`config.mk`:
```
export PLATFORM = sky130hd
export DESIGN_NAME = list_sel_top
export DESIGN_NICKNAME = d
export VERILOG_FILES = /design/src/verilog/list_sel_pkg.sv /design/src/verilog/list_sel_top.sv /design/src/verilog/list_sel_deq.sv /design/src/verilog/list_sel_mem_rf_pg.sv /design/src/verilog/list_sel_enq.sv
export SDC_FILE = /design/constraint.sdc
export NUM_CORES = 1
export LEC_CHECK = 0
export BUFFER_PORTS_ARGS = -buffer_cell sky130_fd_sc_hd__buf_2
export CAP_MARGIN = 30
export CORE_ASPECT_RATIO = 1.5
export CORE_MARGIN = 4
export CORE_UTILIZATION = 50
export CTS_BUF_LIST = sky130_fd_sc_hd__clkbuf_8
export CTS_CLUSTER_SIZE = 40
export DETAILED_ROUTE_END_ITERATION = 6
export GPL_TIMING_DRIVEN = 0
export PLACE_DENSITY = 0.65
export SETUP_SLACK_MARGIN = 0.15
export SLEW_MARGIN = 20
export SYNTH_ARGS = -nofsm -noshare
export SYNTH_HDL_FRONTEND = slang
export SYNTH_SLANG_ARGS = --single-unit
```
`constraint.sdc`:
```
create_clock -name clk -period 3.9 [get_ports clk]
set_clock_uncertainty 0.1 [all_clocks]
set_input_delay 0.195 -clock clk [delete_from_list [all_inputs] [get_ports clk]]
set_output_delay 0.195 -clock clk [all_outputs]
set_load 0.05 [all_outputs]
```
`src/verilog/list_sel_pkg.sv`:
```
// Entry, address and pointer types plus write and read request structs for the list store

package list_sel_pkg;

    // ------------------------------------------------------------------------
    // Widths and depth
    // ------------------------------------------------------------------------

    // Each stored list entry is thirteen bits wide
    localparam int ENTRY_W    = 13;

    // Number of rows in the power-gated register file
    localparam int LIST_DEPTH = 64;

    // The row address width follows from the depth
    localparam int ADDR_W     = $clog2(LIST_DEPTH);

    // One stored entry
    typedef logic [ENTRY_W-1:0] entry_t;

    // A register-file row address
    typedef logic [ADDR_W-1:0]  addr_t;

    // List pointer with one wrap bit above the row bits so full and empty differ
    typedef logic [ADDR_W:0]    ptr_t;

    // ------------------------------------------------------------------------
    // Memory port requests
    // ------------------------------------------------------------------------

    // Write port request, twenty bits in all
    typedef struct packed {
        logic   we;
        addr_t  waddr;
        entry_t wdata;
    } mem_wr_t;

    // Read port request, seven bits in all
    typedef struct packed {
        logic   re;
        addr_t  raddr;
    } mem_rd_t;

endpackage
```
`src/verilog/list_sel_top.sv`:
```
// Top level of the list store joining producer, power-gated buffer and consumer

`timescale 1ns/1ps

module list_sel_top #(
    // Power acknowledge delay handed to the buffer
    parameter int PG_DELAY = 2
) (
     input  logic                 clk
    ,input  logic                 rst

    // Producer side
    ,input  logic                 push
    ,input  list_sel_pkg::entry_t push_data
    ,output logic                 full

    // Consumer side
    ,input  logic                 pop
    ,output logic                 empty
    ,output logic                 pop_valid
    ,output list_sel_pkg::entry_t pop_data

    // Power management pins go straight to the buffer
    ,input  logic                 pgcb_isol_en
    ,input  logic                 pwr_enable_b_in
    ,output logic                 pwr_enable_b_out
);

    import list_sel_pkg::*;

    // ------------------------------------------------------------------------
    // Internal connections
    // ------------------------------------------------------------------------

    // Write and read requests into the register file
    mem_wr_t wr_req;
    mem_rd_t rd_req;

    // Read data back to the consumer
    entry_t  rdata;

    // Pointers exchanged between producer and consumer
    ptr_t    tail;
    ptr_t    head;

    // Producer owns the tail and the full flag
    list_sel_enq u_enq (
         .clk              (clk)
        ,.rst              (rst)
        ,.push             (push)
        ,.push_data        (push_data)
        ,.head             (head)
        ,.full             (full)
        ,.tail             (tail)
        ,.wr_req           (wr_req)
    );

    // Storage with its power-gating behaviour
    list_sel_mem_rf_pg #(
        .PG_DELAY          (PG_DELAY)
    ) u_mem (
         .clk              (clk)
        ,.rst              (rst)
        ,.wr_req           (wr_req)
        ,.rd_req           (rd_req)
        ,.rdata            (rdata)
        ,.pgcb_isol_en     (pgcb_isol_en)
        ,.pwr_enable_b_in  (pwr_enable_b_in)
        ,.pwr_enable_b_out (pwr_enable_b_out)
    );

    // Consumer owns the head and the empty flag
    list_sel_deq u_deq (
         .clk              (clk)
        ,.rst              (rst)
        ,.pop              (pop)
        ,.tail             (tail)
        ,.empty            (empty)
        ,.head             (head)
        ,.rd_req           (rd_req)
        ,.rdata            (rdata)
        ,.pop_valid        (pop_valid)
        ,.pop_data         (pop_data)
    );

endmodule

```
`src/verilog/list_sel_deq.sv`:
```
// Consumer side of the list with head pointer, empty flag, read request and pop return

`timescale 1ns/1ps

module list_sel_deq (
     input  logic                  clk
    ,input  logic                  rst

    // Pop strobe from the user side
    ,input  logic                  pop

    // Tail pointer comes over from the producer
    ,input  list_sel_pkg::ptr_t    tail

    ,output logic                  empty
    ,output list_sel_pkg::ptr_t    head

    // Read request and returned data from the register file
    ,output list_sel_pkg::mem_rd_t rd_req
    ,input  list_sel_pkg::entry_t  rdata

    // Popped entry, valid for exactly one cycle
    ,output logic                  pop_valid
    ,output list_sel_pkg::entry_t  pop_data
);

    import list_sel_pkg::*;

    // ------------------------------------------------------------------------
    // Empty detection
    // ------------------------------------------------------------------------

    // Row part of the head pointer
    addr_t head_row;

    // A pop is accepted only while something is stored
    logic  pop_go;

    assign head_row = head[ADDR_W-1:0];

    // Equal pointers including the wrap bit mean nothing is stored
    assign empty = (head == tail);

    // A pop on an empty list is dropped even if a push lands this cycle
    assign pop_go = pop && !empty;

    // ------------------------------------------------------------------------
    // Read request
    // ------------------------------------------------------------------------

    // The read goes out in the pop cycle so data returns one cycle later
    always_comb begin
        rd_req.re    = pop_go;
        rd_req.raddr = head_row;
    end

    // ------------------------------------------------------------------------
    // Head pointer and pop return
    // ------------------------------------------------------------------------

    // The head moves at the same edge that launches the read, so back to
    // back pops keep one read in flight per cycle
    always_ff @(posedge clk) begin
        if (rst) begin
            head      <= '0;
            pop_valid <= 1'b0;
        end else begin
            pop_valid <= pop_go;
            if (pop_go) begin
                head <= head + ptr_t'(1);
            end
        end
    end

    // The memory output already lines up with the valid pulse
    assign pop_data = rdata;

endmodule

```
`src/verilog/list_sel_mem_rf_pg.sv`:
```
// Power-gated 64x13 two-port register file with registered read, isolation and power-ack chain

`timescale 1ns/1ps

module list_sel_mem_rf_pg #(
    // Cycles from a power request to its acknowledge
    parameter int PG_DELAY = 2
) (
     input  logic                  clk
    ,input  logic                  rst

    // Write and read ports on the shared clock
    ,input  list_sel_pkg::mem_wr_t wr_req
    ,input  list_sel_pkg::mem_rd_t rd_req
    ,output list_sel_pkg::entry_t  rdata

    // Power management interface
    ,input  logic                  pgcb_isol_en
    ,input  logic                  pwr_enable_b_in
    ,output logic                  pwr_enable_b_out
);

    import list_sel_pkg::*;

    // ------------------------------------------------------------------------
    // Storage
    // ------------------------------------------------------------------------

    // The array itself
    entry_t mem [LIST_DEPTH];

    // Registered read data before isolation
    entry_t rdata_q;

    // Power acknowledge shift chain
    logic [PG_DELAY-1:0] pg_chain;

    // Off state seen one cycle back, used to find the first off cycle
    logic pwr_off_q;

    // High in the first cycle the array is powered off
    logic pwr_off_first;

    // ------------------------------------------------------------------------
    // Power sequencing
    // ------------------------------------------------------------------------

    // The request walks through PG_DELAY flops before it is acknowledged
    always_ff @(posedge clk) begin
        if (rst) begin
            pg_chain  <= '0;
            pwr_off_q <= 1'b0;
        end else begin
            pg_chain[0] <= pwr_enable_b_in;
            for (int i = 1; i < PG_DELAY; i++) begin
                pg_chain[i] <= pg_chain[i-1];
            end
            pwr_off_q <= pwr_enable_b_out;
        end
    end

    // The array counts as off for as long as the acknowledge is high
    assign pwr_enable_b_out = pg_chain[PG_DELAY-1];
    assign pwr_off_first    = pwr_enable_b_out && !pwr_off_q;

    // ------------------------------------------------------------------------
    // Array write and power-down loss
    // ------------------------------------------------------------------------

    // Contents are lost when power drops, modelled here as all zero
    always_ff @(posedge clk) begin
        if (pwr_off_first) begin
            for (int r = 0; r < LIST_DEPTH; r++) begin
                mem[r] <= '0;
            end
        end else if (wr_req.we && !pwr_enable_b_out) begin
            // writes while off are dropped
            mem[wr_req.waddr] <= wr_req.wdata;
        end
    end

    // ------------------------------------------------------------------------
    // Registered read and isolation
    // ------------------------------------------------------------------------

    // Read data shows up in the cycle after the read request
    always_ff @(posedge clk) begin
        if (rd_req.re) begin
            rdata_q <= mem[rd_req.raddr];
        end
    end

    // Isolation clamps the output to zero whatever the register holds
    assign rdata = pgcb_isol_en ? '0 : rdata_q;

endmodule

```
`src/verilog/list_sel_enq.sv`:
```
// Producer side of the list with tail pointer, full flag and memory write request

`timescale 1ns/1ps

module list_sel_enq (
     input  logic                 clk
    ,input  logic                 rst

    // Push strobe and the entry that goes with it
    ,input  logic                 push
    ,input  list_sel_pkg::entry_t push_data

    // Head pointer comes back from the consumer
    ,input  list_sel_pkg::ptr_t   head

    ,output logic                 full
    ,output list_sel_pkg::ptr_t   tail

    // Write request straight into the register file
    ,output list_sel_pkg::mem_wr_t wr_req
);

    import list_sel_pkg::*;

    // ------------------------------------------------------------------------
    // Full detection
    // ------------------------------------------------------------------------

    // Row part of each pointer
    addr_t tail_row;
    addr_t head_row;

    // A push is accepted only while the list has room
    logic  push_go;

    assign tail_row = tail[ADDR_W-1:0];
    assign head_row = head[ADDR_W-1:0];

    // Same row with different wrap bits means the tail has lapped the head
    assign full = (tail_row == head_row) && (tail[ADDR_W] != head[ADDR_W]);

    // A push strobe while full is silently dropped
    assign push_go = push && !full;

    // ------------------------------------------------------------------------
    // Write request
    // ------------------------------------------------------------------------

    // The request is combinational from the strobe so the row is written
    // at the same edge that moves the tail
    always_comb begin
        wr_req.we    = push_go;
        wr_req.waddr = tail_row;
        wr_req.wdata = push_data;
    end

    // ------------------------------------------------------------------------
    // Tail pointer
    // ------------------------------------------------------------------------

    // The wrap bit toggles naturally when the row bits roll over
    always_ff @(posedge clk) begin
        if (rst) begin
            tail <= '0;
        end else if (push_go) begin
            tail <= tail + ptr_t'(1);
        end
    end

endmodule

```
==> metrics.md, run 1 <==
| Metric | Value |
|---|---|
| Slew Viols, Final | 0 |
| Flop-to-flop setup slack | 0.03 ns |
| Pleak | 14.58 nW |
| Layout Utilization | 56.69% |
| Layout cells sized above 1 | 19.99% |
| Crit path depth | 9 |
| Hold Path Depth | 2 |
| Number of synthesized flops with an enable pin | 845 |
| Fin crit share | 99.16% |
| GRT Total Usage | 29.51% |
| WL final | 124.5 mm |
| Worst setup path class | register to register |
| Initial antenna violation count | 10 |
| First-pass GRT wire length | 176.8 mm |
| Status | finished clean |
| Worst hold slack | 0.1064 ns |
| Cell Area, Placed | 42,310 um^2 |
| Slew HR | 27.90% |
| Sequential Area | 25,730 um^2 |
| Worst Tran Pin Value | 1.075 ns |
| Commonest non-fill, non-tap cell in the layout | edfxtp_1 |
| Layout area overhead | 11.99% |
| # DRC | 0 |
| RSZ-0062 raised after global routing | false |
| Die Y-Extent | 354.7 um |
| Pin count of the biggest net entering global routing | 17 |
| Drt initial violations | 2,495 |
| PwrDens | 447.5 nW/um^2 |
| R2R Path End | u_mem.rdata_q[7] |
| Inst Count DP | 3,806 |
| Most frequent cells in the layout | edfxtp_1, and2_1, clkbuf_1 |
| R2r startpoint | u_deq.head[2] |
| Buffers on Ports | 21 |
| Clk sinks | 863 |
| Total gr overflow | 0 |
| Initial Util | 50.62% |
| Post-synthesis instance total | 2,705 |
| Final instance area | 44,860 um^2 |
| #FFs+latches synth | 863 |
| Netlist Area Pre-Place | 40,060 um^2 |
| Cell Count, Final, Fillers Out | 4,055 |
| Crit path buf inv count | 5 |
| Vias/cell | 6.058 |
| Peak VDD IR | 0.0002851 V |
| Synth async-reset ratio | 0% |
| Routed len/inst | 30.71 um |
| Fillers | 6,328 |
| Sequential cell area fraction in the yosys report | 64.24% |
| Required time of the worst setup path | 4.32 ns |
| Drt pass-1 iters | 5 |
| Hold Crit Start | push_data[12] |
| Slowest CP cell | a311oi_2 |
| TritonCTS clock tree | built |
| Final nets | 2,957 |
| ANT nets after route | 0 |
| Most used DFF post-synth | edfxtp_1 |
| Vias | 24.57k |
| Max stage delay on crit path | 0.59 ns |
| # IOs | 36 |
| Post-synth net total | 2,726 |
| Worst r2r path cells | 9 |
| Root Buffer | clkbuf_8 |
| Worst-path clk slew | 0.06 ns |
| Top delay family on crit path | buffers and inverters |
| RD Place Congestion | 0.9716 |
| Minimum clock period | 3.867 ns |
| Setup crit start kind | register |
| Die ar. | 84,810 um^2 |
| Worst-path cell chain | buf_6, buf_4, buf_4, buf_2, buf_2, mux2i_1, a22oi_1, o21ai_0, a311oi_2 |
| Detail Placement HPWL | 89.13 mm |
| Chip width | 239.1 um |
| Post-synthesis cell type count | 54 |
| Setup TNS | 0 ns |
| H-tree depth | 4 |
| Highest Signal Layer | met4 |
| Number of global-route vias before repair | 25.61k |
| Min-Delay Endpoint | u_mem.mem[0][12] |
| WL met1 | 42.30 mm |
| Final Hold Vio Count | 0 |
| # setup viols final | 0 |
| CP Max Fanout | 10 |
| Avg Synthesized Cell Area | 14.81 um^2 |
| Max Freq | 258.6 MHz |
| Area occupied by multi-input gates | 13,200 um^2 |
| Number of buffers created by CTS | 131 |
| Bufs on Longest Clock Path | 3 |
| Worst min path class | input pin to register |
| Met2 routed WL | 62.01 mm |
| CP endpoint kind | register |
| Core footprint | 79,140 um^2 |
| Num rows | 126 |
| MaxCap Viol Count | 0 |
| Worst-Skew Late Latency | 0.81 ns |
| Routed wl met3 | 9.459 mm |
| Syn. warnings | 0 |
| Worst path arrival time | 4.29 ns |
logic make-up after synthesis:
| group | Yosys count | share of synthesized area [%] |
|---|---|---|
| buf+inv | 281 | 3.417 |
| xor+xnor | 14 | 0.3998 |
| compound gates | 255 | 4.529 |
| simple gates | 1017 | 15.41 |
| mux | 273 | 11.95 |
| flops | 863 | 64.24 |
| fa+ha+maj | 2 | 0.06245 |
Yosys cell counts, types with 11 or more instances:
master | instances | area (um^2)
a211oi_1 | 27 | 202.7
nor2_1 | 85 | 319.1
mux2i_1 | 98 | 980.9
and2_1 | 826 | 5167
a211o_1 | 11 | 96.34
edfxtp_1 | 845 | 25370
mux4_2 | 163 | 3671
nand2_1 | 11 | 41.29
buf_6 | 25 | 281.5
mux2_2 | 12 | 135.1
a21oi_1 | 28 | 140.1
or3_1 | 13 | 81.33
buf_1 | 15 | 56.30
nand3_1 | 11 | 55.05
o22ai_1 | 22 | 137.6
a22oi_1 | 53 | 397.9
clkbuf_1 | 177 | 664.4
buf_4 | 21 | 157.7
o21ai_0 | 75 | 375.4
nor2b_1 | 21 | 131.4
a22o_1 | 13 | 113.9
dfxtp_1 | 18 | 360.4
buf_2 | 33 | 165.2
stage by stage:
stage / setup slack [ns] / power, mW
after global routing: 0.2370 / 20.62
after CTS: 0.2445 / 20.09
after global placement: -0.3070 / 13.16
after detailed placement: -0.03020 / 13.25
final: 0.03284 / 20.08
after floorplan: 1.002 / 12.19
metal layers:
| layer | vias up | global-route usage (%) |
|---|---|---|
| li1 | 10400 | - |
| met1 | 12460 | 33.80 |
| met2 | 1280 | 49.44 |
| met3 | 423 | 5.984 |
| met4 | 0 | 20.71 |
| met5 | - | 0 |
worst max-delay path by stage:
stage / startpoint / end / slack, ns
floorplan: u_mem.pg_chain[1] / u_mem.mem[14][0] / 1.00
global placement: u_enq.tail[0] / u_mem.mem[45][11] / -0.31
detailed placement: u_deq.head[2] / u_mem.rdata_q[7] / -0.03
CTS: u_deq.head[2] / u_mem.rdata_q[7] / 0.24
global route: u_deq.head[2] / u_mem.rdata_q[7] / 0.24
finish: u_deq.head[2] / u_mem.rdata_q[7] / 0.03
flip-flops by register name, indices dropped and copies added, names as in the netlist:
register	cells
u_mem.mem	832
u_deq.head	7
u_mem.rdata_q	13
u_mem.pg_chain	2
u_deq.pop_valid	1
u_mem.pwr_off_q	1
u_enq.tail	7
power breakdown:
| part | switching, mW | total (mW) | internal (mW) |
|---|---|---|---|
| logic | 1.69 | 2.58 | 0.888 |
| clock network | 3.52 | 6.97 | 3.44 |
| registers | 0.0906 | 10.5 | 10.4 |
| total | 5.30 | 20.1 | 14.8 |
area by class of cell:
type / instances / share of cell area [%]
inverter: 5 / 0.04183
multi-input combinational: 1561 / 29.41
antenna: 5 / 0.02789
clock inverter: 82 / 0.8645
clock buffer: 141 / 4.326
buffer: 276 / 3.040
tap: 1024 / 2.856
timing repair buffer: 98 / 2.072
sequential: 863 / 57.36
timing repair:
action / 4_1_cts / 5_1_grt
resized for setup: 4 / 0
endpoints found under the hold margin: 53 / 0
hold buffers: 16 / 0
endpoints found under the setup margin: 4 / 0
buffers inserted: 0 / 0
(Power assumes the default switching activity.)
==> inputs of run 2 (changes only) <==
Settings changed: RECOVER_POWER from default to 50.
==> run 2 against run 1 <==
The run now ends with capacitance limit, slew limit left. Cell count hardly changed. Worst setup slack got worse by 0.0046 ns. Largest power group unchanged. Wire length hardly changed. Utilization is 0.66 points lower. Combinational power down 3%. Register-to-register slack is essentially flat. Clock power hardly changed. Die area unchanged. Via count is 0.46% higher. First-iteration DRC count up 7.6%. Global-route usage unchanged.
==> metrics.md, run 2 (synthesized netlist as in run 1, its figures left out) <==
| Metric | Value |
|---|---|
| Slew Viols, Final | 8 |
| Total gr overflow | 0 |
| Fin crit share | 99.28% |
| RSZ-0062 raised after global routing | false |
| Required time of the worst setup path | 4.31 ns |
| Clk sinks | 863 |
| Peak VDD IR | 0.0002824 V |
| RD Place Congestion | 0.9716 |
| Hold Path Depth | 2 |
| GRT Total Usage | 29.51% |
| Final nets | 2,957 |
| Max Freq | 258.3 MHz |
| Layout cells sized above 1 | 16.69% |
| Fillers | 6,460 |
| ANT nets after route | 0 |
| Sw Ratio | 26.33% |
| Chip width | 239.1 um |
| Buffers on Ports | 21 |
| Status | complete, but fails checks |
| Worst min path class | input pin to register |
| Pin count of the biggest net entering global routing | 17 |
| TritonCTS clock tree | built |
| Die Y-Extent | 354.7 um |
| Die ar. | 84,810 um^2 |
| Worst Tran Pin Value | 1.516 ns |
| Hold Crit Start | push_data[12] |
| Flop-to-flop setup slack | 0.03 ns |
| Min-Delay Endpoint | u_mem.mem[0][12] |
| Pint | 14.73 mW |
| CP Max Fanout | 10 |
| Cell Count, Final, Fillers Out | 4,056 |
| Number of global-route vias before repair | 25.61k |
| MaxCap Viol Count | 1 |
| Initial Util | 50.62% |
| Drt initial violations | 2,684 |
| Layout area overhead | 10.68% |
| Violated checks | capacitance limit, slew limit |
| Worst path arrival time | 4.29 ns |
| Clock share of power | 34.8% |
| Commonest non-fill, non-tap cell in the layout | edfxtp_1 |
| Minimum clock period | 3.872 ns |
| # setup viols final | 0 |
| Total setup buffers inserted after CTS | 0 |
| Vias/cell | 6.084 |
| Routed len/inst | 30.70 um |
| Number of buffers created by CTS | 131 |
| Core footprint | 79,140 um^2 |
| # IOs | 36 |
| PwrDens | 451.1 nW/um^2 |
| Detail Placement HPWL | 89.13 mm |
| Gate power share | 12.6% |
| First-pass GRT wire length | 176.8 mm |
| Most frequent cells in the layout | edfxtp_1, and2_1, and2_0 |
| R2r startpoint | u_deq.head[2] |
| Final Hold Vio Count | 0 |
| Worst-Skew Late Latency | 0.80 ns |
| Max reg flops | 832 |
| P_sw | 5.267 mW |
| CP endpoint kind | register |
| Sequential share of power | 52.7% |
| Inst Count DP | 3,806 |
| Worst-path clk slew | 0.06 ns |
| H-tree depth | 4 |
| R2R Path End | u_mem.rdata_q[7] |
| Worst r2r path cells | 9 |
| Worst hold slack | 0.1163 ns |
| Vias | 24.68k |
| # DRC | 0 |
| Drt pass-1 iters | 7 |
| Bufs on Longest Clock Path | 3 |
| Biggest regs | u_mem.mem: 832 flops, u_mem.rdata_q: 13 flops |
| Slew HR | -1.170% |
| Initial antenna violation count | 10 |
| WL final | 124.5 mm |
| Root Buffer | clkbuf_8 |
| Worst setup path class | register to register |
| Num rows | 126 |
| Setup crit start kind | register |
| Layout Utilization | 56.03% |
| Largest Register | u_mem.mem |
| Pleak | 14.08 nW |
run 2: repair_timing:
action	4_1_cts	5_1_grt
endpoints found under the setup margin	4	0
resized for setup	4	0
endpoints found under the hold margin	53	0
hold buffers	16	0
run 2: per-layer routing:
layer | global-route usage [%] | part of all wire [%] | up-vias
li1 | - | - | 10390
met1 | 33.80 | 34 | 12440
met2 | 49.44 | 50 | 1383
met3 | 5.984 | 7.7 | 460
met4 | 20.71 | 8.7 | 0
met5 | 0 | 0 | -
run 2: final cells by class:
cell class                 instances  area (um^2)  area share, %
clock inverter                    82        387.9         0.8748
sequential                       863        25730          58.04
inverter                           5        18.77        0.04233
clock buffer                     141         1941          4.377
multi-input combinational       1561        12910          29.12
timing repair buffer              98        729.5          1.645
antenna                            6        15.01        0.03386
buffer                           276         1323          2.983
tap                             1024         1281          2.890
run 2: worst max path at each step:
stage	start	endpoint	slack, ns	depth (start not counted)
6_report	u_deq.head[2]	u_mem.rdata_q[7]	0.03	9
3_5_place_dp	u_deq.head[2]	u_mem.rdata_q[7]	-0.03	9
3_3_place_gp	u_enq.tail[0]	u_mem.mem[45][11]	-0.31	5
2_1_floorplan	u_mem.pg_chain[1]	u_mem.mem[14][0]	1.00	5
4_1_cts	u_deq.head[2]	u_mem.rdata_q[7]	0.24	9
5_1_grt	u_deq.head[0]	u_mem.mem[38][2]	0.16	8
run 2: metrics by stage:
stage,setup WS [ns],setup TNS [ns],total power [mW],cell area [um^2]
after floorplan,1.002,0,12.19,40060
after global placement,-0.3070,-42.67,13.16,41450
after detailed placement,-0.03020,-0.03020,13.25,42310
after CTS,0.2445,0,20.09,44810
after global routing,0.1577,0,20.56,44330
final,0.02824,0,20.00,44340
run 2: worst max-delay path, cell delays in order, from the launching register on:
cell      delay [ns]
dfxtp_1         0.33
buf_6           0.14
buf_4           0.22
buf_4           0.31
buf_2           0.41
buf_2           0.46
mux2i_1         0.32
a22oi_1         0.37
o21ai_0         0.34
a311oi_2        0.58
run 2: power by group through the flow:
stage | sequential, mW | clock (mW) | combinational [mW]
after floorplan | 10.7 | 0 | 1.49
after global placement | 10.7 | 0 | 2.43
after detailed placement | 10.7 | 0 | 2.52
after CTS | 10.5 | 7.01 | 2.55
after global routing | 10.6 | 7.42 | 2.58
final | 10.5 | 6.95 | 2.51
